<file path="src/rtl/dtm_pkg.sv">
`default_nettype none

package dtm_pkg;

    // IEEE 1149.1 TAP states, encoding follows the usual DR/IR split
    typedef enum logic [3:0] {
        TEST_LOGIC_RESET = 4'h0,
        RUN_TEST_IDLE    = 4'h1,
        SELECT_DR_SCAN   = 4'h2,
        CAPTURE_DR       = 4'h3,
        SHIFT_DR         = 4'h4,
        EXIT1_DR         = 4'h5,
        PAUSE_DR         = 4'h6,
        EXIT2_DR         = 4'h7,
        UPDATE_DR        = 4'h8,
        SELECT_IR_SCAN   = 4'h9,
        CAPTURE_IR       = 4'hA,
        SHIFT_IR         = 4'hB,
        EXIT1_IR         = 4'hC,
        PAUSE_IR         = 4'hD,
        EXIT2_IR         = 4'hE,
        UPDATE_IR        = 4'hF
    } tap_state_t;

    // instruction register, 5 bits as the debug spec asks
    localparam int IR_WIDTH = 5;
    localparam logic [IR_WIDTH-1:0] IR_IDCODE  = 5'b00001;
    localparam logic [IR_WIDTH-1:0] IR_DMI     = 5'b10001;
    localparam logic [IR_WIDTH-1:0] IR_CUSTOM  = 5'b01010;
    localparam logic [IR_WIDTH-1:0] IR_BYPASS  = 5'b11111;
    localparam logic [IR_WIDTH-1:0] IR_CAPTURE = 5'b00001;

    localparam logic [31:0] IDCODE_VALUE       = 32'h1234_5678;
    localparam logic [31:0] CUSTOM_RESET_VALUE = 32'h0A0B_0C0D;

    // dmi scan chain layout
    localparam int DMI_ADDR_WIDTH = 10;
    localparam int DMI_DATA_WIDTH = 32;
    localparam int DMI_OP_WIDTH   = 2;
    localparam int DMI_WIDTH      = DMI_ADDR_WIDTH + DMI_DATA_WIDTH + DMI_OP_WIDTH;

    // op field as written by the debugger
    typedef enum logic [DMI_OP_WIDTH-1:0] {
        OP_NOP      = 2'd0,
        OP_READ     = 2'd1,
        OP_WRITE    = 2'd2,
        OP_RESERVED = 2'd3
    } dmi_op_t;

    // op field as returned on capture
    localparam logic [DMI_OP_WIDTH-1:0] DMI_STATUS_SUCCESS = 2'd0;
    localparam logic [DMI_OP_WIDTH-1:0] DMI_STATUS_BUSY    = 2'd3;

    // msb first: addr, data, op
    typedef struct packed {
        logic [DMI_ADDR_WIDTH-1:0] addr;
        logic [DMI_DATA_WIDTH-1:0] data;
        logic [DMI_OP_WIDTH-1:0]   op;
    } dmi_word_t;

endpackage

`default_nettype wire

</file>
<file path="src/rtl/tap_ctrl_if.sv">
`timescale 1ns/100ps
`default_nettype none

interface tap_ctrl_if import dtm_pkg::*; ();

    // current controller state, changes one cycle after tck_rise
    tap_state_t state;

    // single clk-cycle strobes for the TCK edges
    logic tck_rise;
    logic tck_fall;

    // synchronized TDI, valid together with tck_rise
    logic tdi;

    modport ctrl (
        output state,
        output tck_rise,
        output tck_fall,
        output tdi
    );

    // register blocks only look
    modport regs (
        input state,
        input tck_rise,
        input tck_fall,
        input tdi
    );

endinterface

`default_nettype wire

</file>
<file path="src/rtl/jtag_pin_sync.sv">
`timescale 1ns/100ps
`default_nettype none

module jtag_pin_sync (
    input  wire  clk,
    input  wire  rst_n,
    input  wire  jtag_clk_i,
    input  wire  jtag_tms_i,
    input  wire  jtag_tdi_i,
    output logic tck_rise_o,
    output logic tck_fall_o,
    output logic tms_o,
    output logic tdi_o
);

    // two stage synchronizers, bit 1 is the stable sample
    logic [1:0] tck_sync;
    logic [1:0] tms_sync;
    logic [1:0] tdi_sync;
    // previous stable TCK sample for edge detect
    logic       tck_last;

    always_ff @(posedge clk)
    begin
        if (!rst_n)
        begin
            tck_sync   <= 2'b00;
            tms_sync   <= 2'b11;
            tdi_sync   <= 2'b00;
            tck_last   <= 1'b0;
            tck_rise_o <= 1'b0;
            tck_fall_o <= 1'b0;
            // TMS idles high
            tms_o      <= 1'b1;
            tdi_o      <= 1'b0;
        end
        else
        begin
            tck_sync   <= {tck_sync[0], jtag_clk_i};
            tms_sync   <= {tms_sync[0], jtag_tms_i};
            tdi_sync   <= {tdi_sync[0], jtag_tdi_i};
            tck_last   <= tck_sync[1];
            // third stage, strobes land 3 clk after the pin edge
            tck_rise_o <= tck_sync[1] & ~tck_last;
            tck_fall_o <= ~tck_sync[1] & tck_last;
            // keep TMS/TDI in step with the strobes
            tms_o      <= tms_sync[1];
            tdi_o      <= tdi_sync[1];
        end
    end

endmodule

`default_nettype wire

</file>
<file path="src/rtl/tap_controller.sv">
`timescale 1ns/100ps
`default_nettype none

module tap_controller import dtm_pkg::*; (
    input  wire        clk,
    input  wire        rst_n,
    input  wire        tck_rise_i,
    input  wire        tck_fall_i,
    input  wire        tms_i,
    input  wire        tdi_i,
    tap_ctrl_if.ctrl   tap
);

    tap_state_t state_q;
    tap_state_t state_d;

    // 1149.1 transition table, TMS picks the branch
    always_comb
    begin
        case (state_q)
            TEST_LOGIC_RESET: state_d = tms_i ? TEST_LOGIC_RESET : RUN_TEST_IDLE;
            RUN_TEST_IDLE:    state_d = tms_i ? SELECT_DR_SCAN   : RUN_TEST_IDLE;
            SELECT_DR_SCAN:   state_d = tms_i ? SELECT_IR_SCAN   : CAPTURE_DR;
            CAPTURE_DR:       state_d = tms_i ? EXIT1_DR         : SHIFT_DR;
            SHIFT_DR:         state_d = tms_i ? EXIT1_DR         : SHIFT_DR;
            EXIT1_DR:         state_d = tms_i ? UPDATE_DR        : PAUSE_DR;
            PAUSE_DR:         state_d = tms_i ? EXIT2_DR         : PAUSE_DR;
            EXIT2_DR:         state_d = tms_i ? UPDATE_DR        : SHIFT_DR;
            UPDATE_DR:        state_d = tms_i ? SELECT_DR_SCAN   : RUN_TEST_IDLE;
            // IR column
            SELECT_IR_SCAN:   state_d = tms_i ? TEST_LOGIC_RESET : CAPTURE_IR;
            CAPTURE_IR:       state_d = tms_i ? EXIT1_IR         : SHIFT_IR;
            SHIFT_IR:         state_d = tms_i ? EXIT1_IR         : SHIFT_IR;
            EXIT1_IR:         state_d = tms_i ? UPDATE_IR        : PAUSE_IR;
            PAUSE_IR:         state_d = tms_i ? EXIT2_IR         : PAUSE_IR;
            EXIT2_IR:         state_d = tms_i ? UPDATE_IR        : SHIFT_IR;
            UPDATE_IR:        state_d = tms_i ? SELECT_DR_SCAN   : RUN_TEST_IDLE;
            default:          state_d = TEST_LOGIC_RESET;
        endcase
    end

    // only advance on a TCK rising edge
    always_ff @(posedge clk)
    begin
        if (!rst_n)
        begin
            state_q <= TEST_LOGIC_RESET;
        end
        else if (tck_rise_i)
        begin
            state_q <= state_d;
        end
    end

    // register blocks see the old state together with the strobe
    assign tap.state    = state_q;
    assign tap.tck_rise = tck_rise_i;
    assign tap.tck_fall = tck_fall_i;
    assign tap.tdi      = tdi_i;

endmodule

`default_nettype wire

</file>
<file path="src/rtl/tap_data_regs.sv">
`timescale 1ns/100ps
`default_nettype none

module tap_data_regs import dtm_pkg::*; (
    input  wire        clk,
    input  wire        rst_n,
    tap_ctrl_if.regs   tap,
    input  wire        dmi_tdo_bit_i,
    output logic       dmi_sel_o,
    output logic       jtag_tdo_o
);

    logic [IR_WIDTH-1:0] ir_shift;
    logic [IR_WIDTH-1:0] ir_q;
    // shared by IDCODE and the custom register
    logic [31:0]         dr_shift;
    logic                bypass_bit;
    logic [31:0]         custom_q;

    // register actions decoded from state plus edge strobe
    logic capture_ir;
    logic shift_ir;
    logic update_ir;
    logic capture_dr;
    logic shift_dr;
    logic update_dr;

    assign capture_ir = tap.tck_rise && (tap.state == CAPTURE_IR);
    assign shift_ir   = tap.tck_rise && (tap.state == SHIFT_IR);
    assign update_ir  = tap.tck_fall && (tap.state == UPDATE_IR);
    assign capture_dr = tap.tck_rise && (tap.state == CAPTURE_DR);
    assign shift_dr   = tap.tck_rise && (tap.state == SHIFT_DR);
    assign update_dr  = tap.tck_fall && (tap.state == UPDATE_DR);

    assign dmi_sel_o = (ir_q == IR_DMI);

    // IR and DR shift chains
    always_ff @(posedge clk)
    begin
        if (capture_ir)
        begin
            ir_shift <= IR_CAPTURE;
        end
        else if (shift_ir)
        begin
            ir_shift <= {tap.tdi, ir_shift[IR_WIDTH-1:1]};
        end

        if (capture_dr)
        begin
            // undefined codes and DMI capture 0 into bypass
            case (ir_q)
                IR_IDCODE: dr_shift <= IDCODE_VALUE;
                IR_CUSTOM: dr_shift <= custom_q;
                default:   bypass_bit <= 1'b0;
            endcase
        end
        else if (shift_dr)
        begin
            dr_shift   <= {tap.tdi, dr_shift[31:1]};
            bypass_bit <= tap.tdi;
        end
    end

    // instruction, custom register and TDO
    always_ff @(posedge clk)
    begin
        if (!rst_n)
        begin
            ir_q       <= IR_IDCODE;
            custom_q   <= CUSTOM_RESET_VALUE;
            jtag_tdo_o <= 1'b0;
        end
        else
        begin
            // TLR also forces IDCODE
            if (tap.state == TEST_LOGIC_RESET)
            begin
                ir_q <= IR_IDCODE;
            end
            else if (update_ir)
            begin
                ir_q <= ir_shift;
            end

            if (update_dr && (ir_q == IR_CUSTOM))
            begin
                custom_q <= dr_shift;
            end

            // drive lsb on falling TCK so it is stable at the next rise
            if (tap.tck_fall && (tap.state == SHIFT_IR))
            begin
                jtag_tdo_o <= ir_shift[0];
            end
            else if (tap.tck_fall && (tap.state == SHIFT_DR))
            begin
                case (ir_q)
                    IR_IDCODE, IR_CUSTOM: jtag_tdo_o <= dr_shift[0];
                    IR_DMI:               jtag_tdo_o <= dmi_tdo_bit_i;
                    default:              jtag_tdo_o <= bypass_bit;
                endcase
            end
        end
    end

endmodule

`default_nettype wire

</file>
<file path="src/rtl/dmi_bridge.sv">
`timescale 1ns/100ps
`default_nettype none

module dmi_bridge import dtm_pkg::*; (
    input  wire                        clk,
    input  wire                        rst_n,
    tap_ctrl_if.regs                   tap,
    input  wire                        dmi_sel_i,
    output logic                       dmi_tdo_bit_o,
    input  wire                        bus_ack_i,
    input  wire  [DMI_DATA_WIDTH-1:0]  bus_rdata_i,
    output logic                       bus_rd_o,
    output logic                       bus_wr_o,
    output logic [DMI_ADDR_WIDTH-1:0]  bus_addr_o,
    output logic [DMI_DATA_WIDTH-1:0]  bus_wdata_o
);

    dmi_word_t                 dmi_shift;
    // read data after a read, else request data
    logic [DMI_DATA_WIDTH-1:0] result_q;
    logic                      pending_q;
    logic                      pending_rd_q;
    dmi_op_t                   req_op;
    logic                      update_req;

    assign req_op = dmi_op_t'(dmi_shift.op);

    // single back-pressure point, busy requests are dropped
    assign update_req = tap.tck_fall && (tap.state == UPDATE_DR) && dmi_sel_i
                        && !pending_q && ((req_op == OP_READ) || (req_op == OP_WRITE));

    assign dmi_tdo_bit_o = dmi_shift[0];

    always_ff @(posedge clk)
    begin
        if (tap.tck_rise && (tap.state == CAPTURE_DR) && dmi_sel_i)
        begin
            dmi_shift.addr <= bus_addr_o;
            dmi_shift.data <= result_q;
            dmi_shift.op   <= pending_q ? DMI_STATUS_BUSY : DMI_STATUS_SUCCESS;
        end
        else if (tap.tck_rise && (tap.state == SHIFT_DR) && dmi_sel_i)
        begin
            dmi_shift <= dmi_word_t'({tap.tdi, dmi_shift[DMI_WIDTH-1:1]});
        end
    end

    always_ff @(posedge clk)
    begin
        if (!rst_n)
        begin
            pending_q    <= 1'b0;
            pending_rd_q <= 1'b0;
            bus_rd_o     <= 1'b0;
            bus_wr_o     <= 1'b0;
            bus_addr_o   <= '0;
            bus_wdata_o  <= '0;
            result_q     <= '0;
        end
        else
        begin
            // strobes are single cycle
            bus_rd_o <= 1'b0;
            bus_wr_o <= 1'b0;
            if (update_req)
            begin
                bus_addr_o   <= dmi_shift.addr;
                bus_wdata_o  <= dmi_shift.data;
                result_q     <= dmi_shift.data;
                pending_q    <= 1'b1;
                pending_rd_q <= (req_op == OP_READ);
                bus_rd_o     <= (req_op == OP_READ);
                bus_wr_o     <= (req_op == OP_WRITE);
            end
            else if (bus_ack_i && pending_q)
            begin
                pending_q <= 1'b0;
                // write ack keeps the data field
                if (pending_rd_q)
                begin
                    result_q <= bus_rdata_i;
                end
            end
        end
    end

endmodule

`default_nettype wire

</file>
<file path="src/rtl/jtag_dtm_top.sv">
`timescale 1ns/100ps
`default_nettype none

module jtag_dtm_top import dtm_pkg::*; (
    input  wire                        clk,
    input  wire                        rst_n,
    input  wire                        jtag_clk_i,
    input  wire                        jtag_tms_i,
    input  wire                        jtag_tdi_i,
    output logic                       jtag_tdo_o,
    input  wire                        bus_ack_i,
    input  wire  [DMI_DATA_WIDTH-1:0]  bus_rdata_i,
    output logic                       bus_rd_o,
    output logic                       bus_wr_o,
    output logic [DMI_ADDR_WIDTH-1:0]  bus_addr_o,
    output logic [DMI_DATA_WIDTH-1:0]  bus_wdata_o
);

    // pins after synchronization
    logic tck_rise;
    logic tck_fall;
    logic tms_sync;
    logic tdi_sync;
    // between IR decode and dmi chain
    logic dmi_sel;
    logic dmi_tdo_bit;

    tap_ctrl_if tap ();

    jtag_pin_sync u_pin_sync (
        .clk        (clk),
        .rst_n      (rst_n),
        .jtag_clk_i (jtag_clk_i),
        .jtag_tms_i (jtag_tms_i),
        .jtag_tdi_i (jtag_tdi_i),
        .tck_rise_o (tck_rise),
        .tck_fall_o (tck_fall),
        .tms_o      (tms_sync),
        .tdi_o      (tdi_sync)
    );

    tap_controller u_tap_ctrl (
        .clk        (clk),
        .rst_n      (rst_n),
        .tck_rise_i (tck_rise),
        .tck_fall_i (tck_fall),
        .tms_i      (tms_sync),
        .tdi_i      (tdi_sync),
        .tap        (tap.ctrl)
    );

    tap_data_regs u_data_regs (
        .clk           (clk),
        .rst_n         (rst_n),
        .tap           (tap.regs),
        .dmi_tdo_bit_i (dmi_tdo_bit),
        .dmi_sel_o     (dmi_sel),
        .jtag_tdo_o    (jtag_tdo_o)
    );

    dmi_bridge u_dmi (
        .clk           (clk),
        .rst_n         (rst_n),
        .tap           (tap.regs),
        .dmi_sel_i     (dmi_sel),
        .dmi_tdo_bit_o (dmi_tdo_bit),
        .bus_ack_i     (bus_ack_i),
        .bus_rdata_i   (bus_rdata_i),
        .bus_rd_o      (bus_rd_o),
        .bus_wr_o      (bus_wr_o),
        .bus_addr_o    (bus_addr_o),
        .bus_wdata_o   (bus_wdata_o)
    );

endmodule

`default_nettype wire

</file>
<file path="config.mk">
export PLATFORM = sky130hd
export DESIGN_NAME = jtag_dtm_top
export DESIGN_NICKNAME = d
export VERILOG_FILES = /design/src/rtl/dtm_pkg.sv /design/src/rtl/tap_ctrl_if.sv /design/src/rtl/jtag_pin_sync.sv /design/src/rtl/tap_controller.sv /design/src/rtl/tap_data_regs.sv /design/src/rtl/dmi_bridge.sv /design/src/rtl/jtag_dtm_top.sv
export SDC_FILE = /design/constraint.sdc
export NUM_CORES = 1
export LEC_CHECK = 0
export ABC_AREA = 1
export ABC_CLOCK_PERIOD_IN_PS = 6600
export BUFFER_PORTS_ARGS = -buffer_cell sky130_fd_sc_hd__buf_4
export CORE_AREA = 2 2 190 192
export DETAILED_ROUTE_END_ITERATION = 10
export DIE_AREA = 0 0 192 194
export GPL_ROUTABILITY_DRIVEN = 0
export SYNTH_ARGS = -nofsm -noshare
export SYNTH_HDL_FRONTEND = slang
export SYNTH_SLANG_ARGS = --single-unit
</file>
<file path="constraint.sdc">
create_clock -name clk -period 6.6 [get_ports clk]
set_input_delay 1.32 -clock clk [delete_from_list [all_inputs] [get_ports clk]]
set_output_delay 1.32 -clock clk [all_outputs]
set_load 0.02 [all_outputs]
</file>
==> run metrics <==
reg2reg start u_tap_ctrl.tap.state[1]$_SDFFE_PN0P_; gr ovfl total 0; Max FO, Critical Path 53; Buf/Inv on CP 3; nets@finish 1089; post-CTS resize count 0; worst hold stages 1; H-tree Lvls 1; die height 194 um; slowest cell delay on critical path 0.77 ns; Unique masters post-synth 29; P_leak 4.620 nW; xor-xnor portion of the synthesized cell area 0%; Final Hold Fails 0; hold_ws 0.4134 ns; largest net degree at the start of global routing 93; combinational family with the most area after synthesis simple AND/OR/NAND/NOR gates; setup bufs post-CTS 0; post-synthesis area per instance 8.743 um^2; status finished clean; CP max-delay cell nor2_4; Worst Clk Skew 0.008750 ns; R2R Setup Slk 2.99 ns; global-route wire length before repair 33520 um; antenna violations before repair 0; Core Region 0.03522 mm^2; DR pass1 iterations 5; Setup-failing EPs final 0; Rows 69; CTS root buf clkbuf_16; vias in the first global route 6412; CTS Hold Bufs 0; Worst-Margin Slew 1.156 ns; Hold Path Sink u_pin_sync.tms_sync[1]$_SDFF_PN1_; area grow syn2layout 19.71%; Setup CP Type flip-flop to flip-flop; Post-Synthesis Net Count 1032; post-synthesis mux area share 0%; commonest non-fill, non-tap cell in the layout nand2_1; FF+latch count, synth 213; TritonCTS clock tree yes; Gate Count Post-Synth 992; Port Buffers 82; vias 6854; fin util 29.48%; CP cell instances nand2_2, inv_1, nand2_1, nor2_4, inv_2, nor2_4, inv_2, nand2_1, o21ai_1; Reg-to-Reg End u_dmi.dmi_shift[42]$_DFFE_PP_; Worst Path Arrival 3.84 ns; dpl hpwl 12750 um; period utilisation layout 54.63%; Final Non-Filler Cells 1528; register area share after synthesis 58.05%; share of cells above drive strength 1 16.21%; maxcap violations 0; Max IR drop VDD 0.0001695 V; clock latency on the worst-skew pair 0.51 ns; PD cells 255.4 mW/mm^2; Global Route Usage Sum 10.85%; Worst Setup Start Kind flip-flop; fin. max-slew vios 0; Fillers 3730; Routed Wire Length 20780 um; cell depth of the worst setup path 9; slew margin rel. 22.71%; Clock transition at path regs 0.06 ns; worst endpoint required time 6.84 ns; Yosys warning count 0; CP top delay family simple AND/OR/NAND/NOR gates; drt wl/cell 13.60 um; most frequent cells in the layout nand2_1 (262), dfxtp_1 (136), buf_4 (87); clk sinks 213; worst min path class flip-flop to flip-flop; # diodes 0; post-synthesis simple-gate area fraction 25.10%; RSZ-0062 raised after global routing false; crit path capture type flip-flop; Worst Reg-to-Reg Cells 9; Syn Std Cell Area 0.008673 mm^2; post-route ant nets 0; Starting Density 24.62%; Final Critical Period 3.605 ns; synthesized-area fraction occupied by adder cells 0.2885%; Die W 192 um; worst hold start u_pin_sync.tms_sync[0]$_SDFF_PN1_; # IOs 83; Initial DRC Count 502; routed vias/inst 4.486; clock buffer count from CTS 24; die area 0.03725 mm^2; DP Cell Count 1484; DRC Markers 0; Post-Route Setup TNS 0 ns; fmax 277.4 MHz; Synth Area in Compound Gates 9.737%; Max clock buf depth 3
## state kept, by name, indices dropped and copies added, names as in the netlist, 2 cells and up
register,cells
u_dmi.dmi_shift,42
u_data_regs.custom_q,32
u_data_regs.dr_shift,32
u_dmi.bus_wdata_o,32
u_dmi.result_q,32
u_dmi.bus_addr_o,10
u_data_regs.ir_q,5
u_data_regs.ir_shift,5
u_tap_ctrl.tap.state,4
u_dmi.req_op,2
u_pin_sync.tck_sync,2
u_pin_sync.tdi_sync,2
u_pin_sync.tms_sync,2
## Yosys cell counts
| library cell | count | share of area [%] |
|---|---|---|
| nand2_1 | 263 | 11 |
| dfxtp_1 | 136 | 31 |
| nand3_1 | 83 | 4.8 |
| inv_1 | 78 | 3.4 |
| edfxtp_1 | 77 | 27 |
| o21ai_0 | 74 | 4.3 |
| nor2_1 | 66 | 2.9 |
| or2_2 | 33 | 2.4 |
| nand4_1 | 30 | 2.2 |
| o21ai_1 | 20 | 1.2 |
| buf_2 | 19 | 1.1 |
| clkbuf_1 | 19 | 0.82 |
| a22o_1 | 18 | 1.8 |
| a21oi_1 | 16 | 0.92 |
| o22a_1 | 13 | 1.3 |
| buf_1 | 9 | 0.39 |
| inv_2 | 7 | 0.30 |
| buf_4 | 6 | 0.52 |
| nand3b_1 | 4 | 0.35 |
| nor2_4 | 4 | 0.52 |
| nand2_2 | 3 | 0.22 |
| nor2_2 | 3 | 0.22 |
| buf_6 | 2 | 0.26 |
| ha_1 | 2 | 0.29 |
| nor3_1 | 2 | 0.12 |
| o211ai_1 | 2 | 0.17 |
| a22oi_1 | 1 | 0.087 |
| clkbuf_2 | 1 | 0.058 |
| nand3_2 | 1 | 0.12 |
## worst max path at each step
stage	from	endpoint	slack, ns
after floorplan	u_tap_ctrl.tap.state[1]$_SDFFE_PN0P_	u_dmi.dmi_shift[10]$_DFFE_PP_	2.88
after global placement	bus_ack_i	u_dmi.result_q[31]$_SDFFE_PN0P_	2.84
after detailed placement	bus_ack_i	u_dmi.result_q[0]$_SDFFE_PN0P_	2.71
after CTS	u_tap_ctrl.tap.state[1]$_SDFFE_PN0P_	u_dmi.dmi_shift[42]$_DFFE_PP_	2.95
after global routing	u_tap_ctrl.tap.state[1]$_SDFFE_PN0P_	u_dmi.dmi_shift[42]$_DFFE_PP_	2.68
final	u_tap_ctrl.tap.state[1]$_SDFFE_PN0P_	u_dmi.dmi_shift[42]$_DFFE_PP_	2.99
## stage by stage
step	worst slack [ns]	power, mW	cell area, um^2
5_1_grt	2.675	2.739	10380
3_3_place_gp	2.839	1.432	9644
3_5_place_dp	2.713	1.432	9644
6_report	2.995	2.652	10380
4_1_cts	2.946	2.689	10380
2_1_floorplan	2.878	1.407	8673
## layout make-up
type / count / area, um^2 / share of cell area (%)
Clock buffer: 35 / 683.2 / 6.580
Multi-Input combinational cell: 638 / 3060 / 29.48
Timing Repair Buffer: 87 / 653.1 / 6.291
Inverter: 85 / 319.1 / 3.073
Tap cell: 461 / 576.8 / 5.556
Sequential cell: 213 / 5035 / 48.49
Clock inverter: 9 / 55.05 / 0.5302
## where the power goes
group | switching, mW | leakage, nW | internal [mW]
clock | 0.528 | 0.358 | 0.721
sequential | 0.00147 | 1.79 | 1.35
combinational | 0.0268 | 2.47 | 0.0215
## per-layer routing
layer / share of wire (%) / GRT usage [%] / up-vias
met3: 6.5 / 2.190 / 31
met5: 0 / 0 / -
met2: 45 / 17.11 / 205
met1: 47 / 15.22 / 3218
met4: 1.6 / 2.545 / 0
li1: - / - / 3400
## kinds of logic after synthesis
group | Yosys count
compound gates | 144
fa+ha+maj | 2
buf+inv | 141
flops | 213
simple gates | 492
Power figures use the tool's default switching activity.
